## src/design/e31x_ctrl_pkg.sv

```systemverilog
// E31x control package
// Shared widths, bit positions, stretch length and the power button
// state encoding for the bus_clk housekeeping logic of the E31x top level.

package e31x_ctrl_pkg;

  //////////////////////////////////////////////////////////////////////
  // Register and GPIO widths
  //////////////////////////////////////////////////////////////////////

  // Daughterboard status word
  localparam int reg_dwidth = 32;

  // One channel's GPIO word from the radio core
  localparam int db_gpio_width = 32;

  // One radio with two channels
  localparam int num_channels = 2;

  //////////////////////////////////////////////////////////////////////
  // Interrupt vector to the processor
  //////////////////////////////////////////////////////////////////////

  localparam int irq_width = 16;

  // Bit 0 and bits 4 and up are unused
  localparam int irq_bit_press   = 1;
  localparam int irq_bit_release = 2;
  localparam int irq_bit_pmu     = 3;

  // Stretched interrupt length in bus_clk cycles
  localparam int irq_stretch_cycles = 8;

  // Wide enough to hold irq_stretch_cycles
  typedef logic [3:0] stretch_cnt_t;

  //////////////////////////////////////////////////////////////////////
  // Daughterboard status word layout
  //////////////////////////////////////////////////////////////////////

  // Reference status {plllck, is_10meg, is_pps, reflck}
  localparam int tcxo_status_width = 4;

  localparam int stat_bit_rx_lock = 6;
  localparam int stat_bit_tx_lock = 7;
  localparam int stat_tcxo_lsb    = 8;

  //////////////////////////////////////////////////////////////////////
  // Front-end mapping
  //////////////////////////////////////////////////////////////////////

  // TX enables inside a channel's GPIO word
  localparam int gpio_bit_tx_enable_a = 10;
  localparam int gpio_bit_tx_enable_b = 11;

  // LED bits used per channel: txrx_rx, txrx_tx, rx_rx
  localparam int led_width = 3;

  // Power button states, down means the line is low
  typedef enum logic [1:0] {
    btn_down,
    btn_down_confirm,
    btn_up,
    btn_up_confirm
  } btn_state_t;

endpackage

```

## src/design/power_button_fsm.sv

```systemverilog
// Power button edge detector
// Tracks the debounced, active-low button line and emits a one-cycle
// press pulse on a low sample after two high samples, and a one-cycle
// release pulse on a high sample after two low samples.

`timescale 1ns/1ps

module power_button_fsm (
  input  logic bus_clk,
  input  logic bus_rst,
  input  logic onswitch_n,
  output logic press_pulse,
  output logic release_pulse
);

  import e31x_ctrl_pkg::*;

  btn_state_t state;
  btn_state_t state_next;
  logic       press_next;
  logic       release_next;

  //////////////////////////////////////////////////////////////////////
  // Next state
  //////////////////////////////////////////////////////////////////////

  always_comb begin
    state_next   = state;
    press_next   = 1'b0;
    release_next = 1'b0;
    case (state)
      btn_down: begin
        // Line was low twice, a high sample is a release
        if (onswitch_n) begin
          state_next   = btn_up_confirm;
          release_next = 1'b1;
        end
      end
      btn_down_confirm: begin
        if (onswitch_n) begin
          state_next = btn_up_confirm;
        end else begin
          state_next = btn_down;
        end
      end
      btn_up: begin
        // Line was high twice, a low sample is a press
        if (!onswitch_n) begin
          state_next = btn_down_confirm;
          press_next = 1'b1;
        end
      end
      btn_up_confirm: begin
        if (onswitch_n) begin
          state_next = btn_up;
        end else begin
          state_next = btn_down_confirm;
        end
      end
      default: begin
        state_next = btn_down;
      end
    endcase
  end

  //////////////////////////////////////////////////////////////////////
  // State and pulse registers
  //////////////////////////////////////////////////////////////////////

  // Starting in btn_down reports a released button once after reset
  always_ff @(posedge bus_clk) begin
    if (bus_rst) begin
      state         <= btn_down;
      press_pulse   <= 1'b0;
      release_pulse <= 1'b0;
    end else begin
      state         <= state_next;
      press_pulse   <= press_next;
      release_pulse <= release_next;
    end
  end

endmodule

```

## src/design/irq_stretch_timer.sv

```systemverilog
// Interrupt pulse stretcher
// Turns a one-cycle pulse into an interrupt level that stays high for
// irq_stretch_cycles cycles after the most recent pulse.

`timescale 1ns/1ps

module irq_stretch_timer (
  input  logic bus_clk,
  input  logic bus_rst,
  input  logic pulse,
  output logic irq_level
);

  import e31x_ctrl_pkg::*;

  localparam stretch_cnt_t cnt_load = stretch_cnt_t'(irq_stretch_cycles);

  stretch_cnt_t count;

  // Down-counter, a new pulse restarts the window
  always_ff @(posedge bus_clk) begin
    if (bus_rst) begin
      count <= '0;
    end else if (pulse) begin
      count <= cnt_load;
    end else if (count != '0) begin
      count <= count - 1'b1;
    end
  end

  // Level follows the count one step ahead
  // so it drops together with the last count
  always_ff @(posedge bus_clk) begin
    if (bus_rst) begin
      irq_level <= 1'b0;
    end else begin
      irq_level <= pulse || (count > stretch_cnt_t'(1));
    end
  end

endmodule

```

## src/design/status_sync.sv

```systemverilog
// Status resynchroniser
// Brings the reference status group and both transceiver PLL lock lines
// into bus_clk through two-flop synchronisers and packs them into the
// daughterboard status word. Also samples the GPS PPS input for the
// processor GPIO through a three-stage shift register.

`timescale 1ns/1ps

module status_sync (
  input  logic                                      bus_clk,
  input  logic                                      bus_rst,
  input  logic [e31x_ctrl_pkg::tcxo_status_width-1:0] tcxo_status,
  input  logic                                      tx_pll_lock,
  input  logic                                      rx_pll_lock,
  input  logic                                      gps_pps,
  output logic [e31x_ctrl_pkg::reg_dwidth-1:0]        dboard_status,
  output logic                                      gps_pps_gpio
);

  import e31x_ctrl_pkg::*;

  localparam int stat_width = tcxo_status_width + 2;

  // Layout {tcxo_status, tx_pll_lock, rx_pll_lock}
  logic [stat_width-1:0] stat_meta;
  logic [stat_width-1:0] stat_sync;
  logic [2:0]            pps_shift;

  //////////////////////////////////////////////////////////////////////
  // Synchronisers
  //////////////////////////////////////////////////////////////////////

  // Inputs come from the reference clock and transceiver domains
  always_ff @(posedge bus_clk) begin
    if (bus_rst) begin
      stat_meta <= '0;
      stat_sync <= '0;
    end else begin
      stat_meta <= {tcxo_status, tx_pll_lock, rx_pll_lock};
      stat_sync <= stat_meta;
    end
  end

  // PPS toward the processor GPIO, used by ntpd
  always_ff @(posedge bus_clk) begin
    if (bus_rst) begin
      pps_shift <= '0;
    end else begin
      pps_shift <= {pps_shift[1:0], gps_pps};
    end
  end

  assign gps_pps_gpio = pps_shift[2];

  //////////////////////////////////////////////////////////////////////
  // Status word packing
  //////////////////////////////////////////////////////////////////////

  always_comb begin
    dboard_status = '0;
    dboard_status[stat_tcxo_lsb +: tcxo_status_width] =
      stat_sync[stat_width-1 -: tcxo_status_width];
    dboard_status[stat_bit_tx_lock] = stat_sync[1];
    dboard_status[stat_bit_rx_lock] = stat_sync[0];
  end

endmodule

```

## src/design/front_end_gpio.sv

```systemverilog
// Front-end pin mapping
// Registers the per-channel daughterboard GPIO and LED words onto the
// TX enable and LED pins. Radio channel 1 drives the "1" pins and
// channel 0 drives the "2" pins. A pin whose direction bit is 0 is 0.

`timescale 1ns/1ps

module front_end_gpio (
  input  logic bus_clk,
  input  logic bus_rst,
  input  logic [e31x_ctrl_pkg::num_channels-1:0][e31x_ctrl_pkg::db_gpio_width-1:0] db_gpio_out,
  input  logic [e31x_ctrl_pkg::num_channels-1:0][e31x_ctrl_pkg::db_gpio_width-1:0] db_gpio_ddr,
  input  logic [e31x_ctrl_pkg::num_channels-1:0][e31x_ctrl_pkg::db_gpio_width-1:0] leds,
  output logic tx_enable1a,
  output logic tx_enable1b,
  output logic tx_enable2a,
  output logic tx_enable2b,
  output logic led_txrx1_rx,
  output logic led_txrx1_tx,
  output logic led_rx1_rx,
  output logic led_txrx2_rx,
  output logic led_txrx2_tx,
  output logic led_rx2_rx
);

  import e31x_ctrl_pkg::*;

  logic [num_channels-1:0]                tx_en_a_q;
  logic [num_channels-1:0]                tx_en_b_q;
  logic [num_channels-1:0][led_width-1:0] led_q;

  // Output bit only where the direction bit selects output
  always_ff @(posedge bus_clk) begin
    if (bus_rst) begin
      tx_en_a_q <= '0;
      tx_en_b_q <= '0;
      led_q     <= '0;
    end else begin
      for (int ch = 0; ch < num_channels; ch++) begin
        tx_en_a_q[ch] <= db_gpio_out[ch][gpio_bit_tx_enable_a] &
                         db_gpio_ddr[ch][gpio_bit_tx_enable_a];
        tx_en_b_q[ch] <= db_gpio_out[ch][gpio_bit_tx_enable_b] &
                         db_gpio_ddr[ch][gpio_bit_tx_enable_b];
        led_q[ch]     <= leds[ch][led_width-1:0];
      end
    end
  end

  //////////////////////////////////////////////////////////////////////
  // Channel swap onto the board pins
  //////////////////////////////////////////////////////////////////////

  assign tx_enable1a  = tx_en_a_q[1];
  assign tx_enable1b  = tx_en_b_q[1];
  assign led_txrx1_rx = led_q[1][0];
  assign led_txrx1_tx = led_q[1][1];
  assign led_rx1_rx   = led_q[1][2];

  assign tx_enable2a  = tx_en_a_q[0];
  assign tx_enable2b  = tx_en_b_q[0];
  assign led_txrx2_rx = led_q[0][0];
  assign led_txrx2_tx = led_q[0][1];
  assign led_rx2_rx   = led_q[0][2];

endmodule

```

## src/design/e31x_ctrl_top.sv

```systemverilog
// E31x bus_clk housekeeping top level
// Power button interrupts, fabric-to-processor interrupt vector,
// daughterboard status word, GPS PPS sampling and front-end pin mapping.

`timescale 1ns/1ps

module e31x_ctrl_top (
  input  logic bus_clk,
  input  logic bus_rst,
  input  logic onswitch_n,
  input  logic pmu_irq,
  input  logic [e31x_ctrl_pkg::tcxo_status_width-1:0] tcxo_status,
  input  logic tx_pll_lock,
  input  logic rx_pll_lock,
  input  logic gps_pps,
  input  logic [e31x_ctrl_pkg::num_channels-1:0][e31x_ctrl_pkg::db_gpio_width-1:0] db_gpio_out,
  input  logic [e31x_ctrl_pkg::num_channels-1:0][e31x_ctrl_pkg::db_gpio_width-1:0] db_gpio_ddr,
  input  logic [e31x_ctrl_pkg::num_channels-1:0][e31x_ctrl_pkg::db_gpio_width-1:0] leds,
  output logic [e31x_ctrl_pkg::irq_width-1:0] irq_f2p,
  output logic [e31x_ctrl_pkg::reg_dwidth-1:0] dboard_status,
  output logic gps_pps_gpio,
  output logic tx_enable1a,
  output logic tx_enable1b,
  output logic tx_enable2a,
  output logic tx_enable2b,
  output logic led_txrx1_rx,
  output logic led_txrx1_tx,
  output logic led_rx1_rx,
  output logic led_txrx2_rx,
  output logic led_txrx2_tx,
  output logic led_rx2_rx
);

  import e31x_ctrl_pkg::*;

  logic press_pulse;
  logic release_pulse;
  logic press_irq;
  logic release_irq;

  //////////////////////////////////////////////////////////////////////
  // Power button
  //////////////////////////////////////////////////////////////////////

  power_button_fsm u_button (
    .bus_clk       (bus_clk),
    .bus_rst       (bus_rst),
    .onswitch_n    (onswitch_n),
    .press_pulse   (press_pulse),
    .release_pulse (release_pulse)
  );

  // Stretch so the processor does not miss them
  irq_stretch_timer u_press_stretch (
    .bus_clk   (bus_clk),
    .bus_rst   (bus_rst),
    .pulse     (press_pulse),
    .irq_level (press_irq)
  );

  irq_stretch_timer u_release_stretch (
    .bus_clk   (bus_clk),
    .bus_rst   (bus_rst),
    .pulse     (release_pulse),
    .irq_level (release_irq)
  );

  // Interrupt vector, pmu passes straight through
  always_comb begin
    irq_f2p                  = '0;
    irq_f2p[irq_bit_press]   = press_irq;
    irq_f2p[irq_bit_release] = release_irq;
    irq_f2p[irq_bit_pmu]     = pmu_irq;
  end

  //////////////////////////////////////////////////////////////////////
  // Status, PPS and front end
  //////////////////////////////////////////////////////////////////////

  status_sync u_status (
    .bus_clk       (bus_clk),
    .bus_rst       (bus_rst),
    .tcxo_status   (tcxo_status),
    .tx_pll_lock   (tx_pll_lock),
    .rx_pll_lock   (rx_pll_lock),
    .gps_pps       (gps_pps),
    .dboard_status (dboard_status),
    .gps_pps_gpio  (gps_pps_gpio)
  );

  front_end_gpio u_front_end (
    .bus_clk      (bus_clk),
    .bus_rst      (bus_rst),
    .db_gpio_out  (db_gpio_out),
    .db_gpio_ddr  (db_gpio_ddr),
    .leds         (leds),
    .tx_enable1a  (tx_enable1a),
    .tx_enable1b  (tx_enable1b),
    .tx_enable2a  (tx_enable2a),
    .tx_enable2b  (tx_enable2b),
    .led_txrx1_rx (led_txrx1_rx),
    .led_txrx1_tx (led_txrx1_tx),
    .led_rx1_rx   (led_rx1_rx),
    .led_txrx2_rx (led_txrx2_rx),
    .led_txrx2_tx (led_txrx2_tx),
    .led_rx2_rx   (led_rx2_rx)
  );

endmodule

```

## config.mk

```make
export PLATFORM = sky130hd
export DESIGN_NAME = e31x_ctrl_top
export DESIGN_NICKNAME = d
export VERILOG_FILES = /design/src/design/e31x_ctrl_pkg.sv /design/src/design/power_button_fsm.sv /design/src/design/irq_stretch_timer.sv /design/src/design/status_sync.sv /design/src/design/front_end_gpio.sv /design/src/design/e31x_ctrl_top.sv
export SDC_FILE = /design/constraint.sdc
export NUM_CORES = 1
export LEC_CHECK = 0
export ABC_AREA = 1
export ABC_CLOCK_PERIOD_IN_PS = 1400
export BUFFER_PORTS_ARGS = -buffer_cell sky130_fd_sc_hd__buf_2
export CAP_MARGIN = 40
export CORE_AREA = 5 5 98 100
export CTS_CLUSTER_SIZE = 25
export DETAILED_ROUTE_END_ITERATION = 10
export DIE_AREA = 0 0 103 105
export SYNTH_ARGS = -nofsm -noshare
export SYNTH_HDL_FRONTEND = slang
export SYNTH_SLANG_ARGS = --single-unit
```

## constraint.sdc

```tcl
create_clock -name bus_clk -period 1.4 [get_ports bus_clk]
set_input_delay 0.21 -clock bus_clk [delete_from_list [all_inputs] [get_ports bus_clk]]
set_output_delay 0.21 -clock bus_clk [all_outputs]
set_load 0.05 [all_outputs]
```

==> results.json <==
{
  "utilization_pct": 22.6,
  "worst_path_max_delay_cell": "dfxtp_1",
  "syn_to_final_growth_pct": 15.0,
  "overflow": 0,
  "fin_crit_ns": 1.11,
  "hold_class": "in -> reg",
  "clk_latency_ns": 0.28,
  "vdd_drop_max_mv": 0.575,
  "yosys_warnings": 0,
  "port_buffers": 42,
  "fmax_mhz": 902,
  "final_max_slew_viol_count": 0,
  "die_h_um": 105,
  "cts_hold_buf": 0,
  "grt-busiest-layer": "met2",
  "coreArea_um2": 8590,
  "cp-end-kind": "output pin",
  "gp_congestion": 0.713,
  "clock-root-buffer": "clkbuf_8",
  "final_area_um2": 1940,
  "postCtsSetupRepairBufs": 0,
  "crit_path_max_incr_delay_ns": 0.35,
  "switching_share_pct": 40.0,
  "crit_required_ns": 1.19,
  "syn-mean-instance-area_um2": 8.17,
  "antenna_found_initial": 0,
  "ys_seq_area_share_pct": 46.2,
  "ys_seq_elements": 39,
  "seqPwrFrac_pct": 40.7,
  "finalHoldViolCount": 0,
  "dieWidth_um": 103,
  "synth.distinct_cells": 19,
  "layout_commonest_cell": "buf_2",
  "use_met1_pct": 6.49,
  "grt_pass1_wl_um": 4680,
  "placed_area_um2": 1850,
  "ff2ff_setup_slack_ns": 0.30,
  "crit_fanout": 1,
  "fin_crit_sh_pct": 79.2,
  "whs_ns": 0.121,
  "cts_tree": "yes",
  "syn_inst": 207,
  "internal_power_uw": 2050,
  "cp-start-kind": "register",
  "antenna_left": 0,
  "first_global_vias": 1085,
  "crit_type": "reg -> out",
  "rsz0062_at_grt": "false",
  "drive_above_1_share_pct": 25.4,
  "diodes": 0,
  "leakage_uw": 0.00106,
  "status": "completed",
  "drc": 0,
  "cts_made_buffers": 5,
  "first_iter_violations": 20,
  "num_vias": 1146,
  "p_switching_uw": 1370,
  "clock_sinks": 39,
  "power.total_uw": 3420,
  "row_count": 34,
  "viasPerCell": 3.18,
  "grt_max_degree": 15,
  "clkTransAtPathRegs_ns": 0.08,
  "max_cap_viol_count": 0,
  "tns_ns": 0,
  "p_per_area_nw_per_um2": 1760,
  "dieArea_um2": 10800,
  "grtUsageMet3_pct": 3.80,
  "wl_per_cell_um": 7.94,
  "clock_skew_ns": 0.00758,
  "routed_wl_um": 2860,
  "cp.buffers_inverters": 1,
  "grtUsageMet2_pct": 8.02,
  "place_hpwl_um": 2330,
  "initial_utilization_pct": 19.7,
  "clkPwrFrac_pct": 22.9,
  "final_net_count": 458,
  "grt_use_total_pct": 5.51,
  "setup_viol_count_final": 0,
  "worst_ep_arrival_time_ns": 0.90,
  "ioPinCount": 262,
  "drt-pass1-iter-count": 3,
  "final_cell_mix": "buf_2, conb_1, dfxtp_1, inv_1, nor2_1",
  "synth.cell_area_um2": 1690,
  "crit_chain": "buf_2",
  "combPwrFrac_pct": 36.4,
  "ctsResizeCount": 0,
  "critPathTopFamily": "flip-flops",
  "max-clock-path-buffers": 2,
  "htreeDepth": 2
}
==> final timing paths <==
path                                                             from                                    end  cells past startpoint
worst min register to register       u_status.stat_meta[0]$_SDFF_PP0_       u_status.stat_sync[0]$_SDFF_PP0_                      2
worst max register to register  u_press_stretch.count[0]$_SDFFE_PP0P_  u_press_stretch.count[1]$_SDFFE_PP0P_                      5
worst min-delay path                                         leds[33]    u_front_end.led_txrx1_tx$_SDFF_PP0_                      3
worst max-delay path                 u_status.stat_sync[5]$_SDFF_PP0_                      dboard_status[11]                      1
==> area by class of cell <==
type / count / area (µm²)
Clock buffer: 7 / 86.3
Clock inverter: 1 / 8.76
Fill cell: 952 / 6650
Inverter: 40 / 150
Multi-Input combinational cell: 121 / 557
Sequential cell: 39 / 781
Tap cell: 108 / 135
Timing Repair Buffer: 44 / 225
==> cell families (layout without fill, tap and decap cells) <==
family / after synthesis / in the layout / synth area share [%]
other cells: 1 / 39 / 0.222
flops: 39 / 39 / 46.2
compound gates: 9 / 9 / 3.18
buf+inv: 85 / 92 / 29.3
simple gates: 69 / 69 / 18.1
fa+ha+maj: 4 / 4 / 2.96
==> sequential cells by signal, indices dropped and copies added (netlist names) <==
register                     flops
u_front_end.led_rx2_rx           1
u_button.release_pulse           1
u_button.press_pulse             1
u_front_end.led_rx1_rx           1
u_button.state                   2
u_status.stat_sync               6
u_front_end.led_txrx2_tx         1
u_press_stretch.count            4
u_front_end.led_txrx1_tx         1
u_release_stretch.irq_level      1
u_status.pps_shift               3
u_front_end.led_txrx2_rx         1
u_front_end.led_txrx1_rx         1
u_status.stat_meta               6
u_front_end.tx_en_b_q            2
u_front_end.tx_en_a_q            2
u_release_stretch.count          4
u_press_stretch.irq_level        1
==> power by group through the flow <==
stage	Sequential [µW]	Clock, µW	Combinational [µW]
floorplan	1470	0	1130
global placement	1410	0	1230
detailed placement	1420	0	1260
CTS	1390	824	1260
global route	1420	880	1420
finish	1390	781	1240
==> through the flow <==
step | cells | setup WS, ns
2_1_floorplan | 245 | 0.388
3_3_place_gp | 352 | 0.334
3_5_place_dp | 352 | 0.295
4_1_cts | 360 | 0.267
5_1_grt | 360 | 0.126
6_report | 360 | 0.291
==> cell usage after synthesis, drive strengths merged <==
library cell / number / share of area [%]
a211oi: 2 / 0.89
a21oi: 2 / 0.59
buf: 45 / 20
conb: 1 / 0.22
dfxtp: 39 / 46
ha: 4 / 3.0
inv: 40 / 8.9
nand2: 26 / 6.1
nand3: 1 / 0.30
nor2: 39 / 9.7
nor3: 1 / 0.59
nor3b: 2 / 1.5
o21ai: 5 / 1.7
==> metal layers <==
layer	wire, µm	up-vias
met2	1170	73
met1	1150	469
li1	-	604
met5	0	-
met4	0	0
met3	540	0
Note: power is estimated with default switching activity, not from simulation.
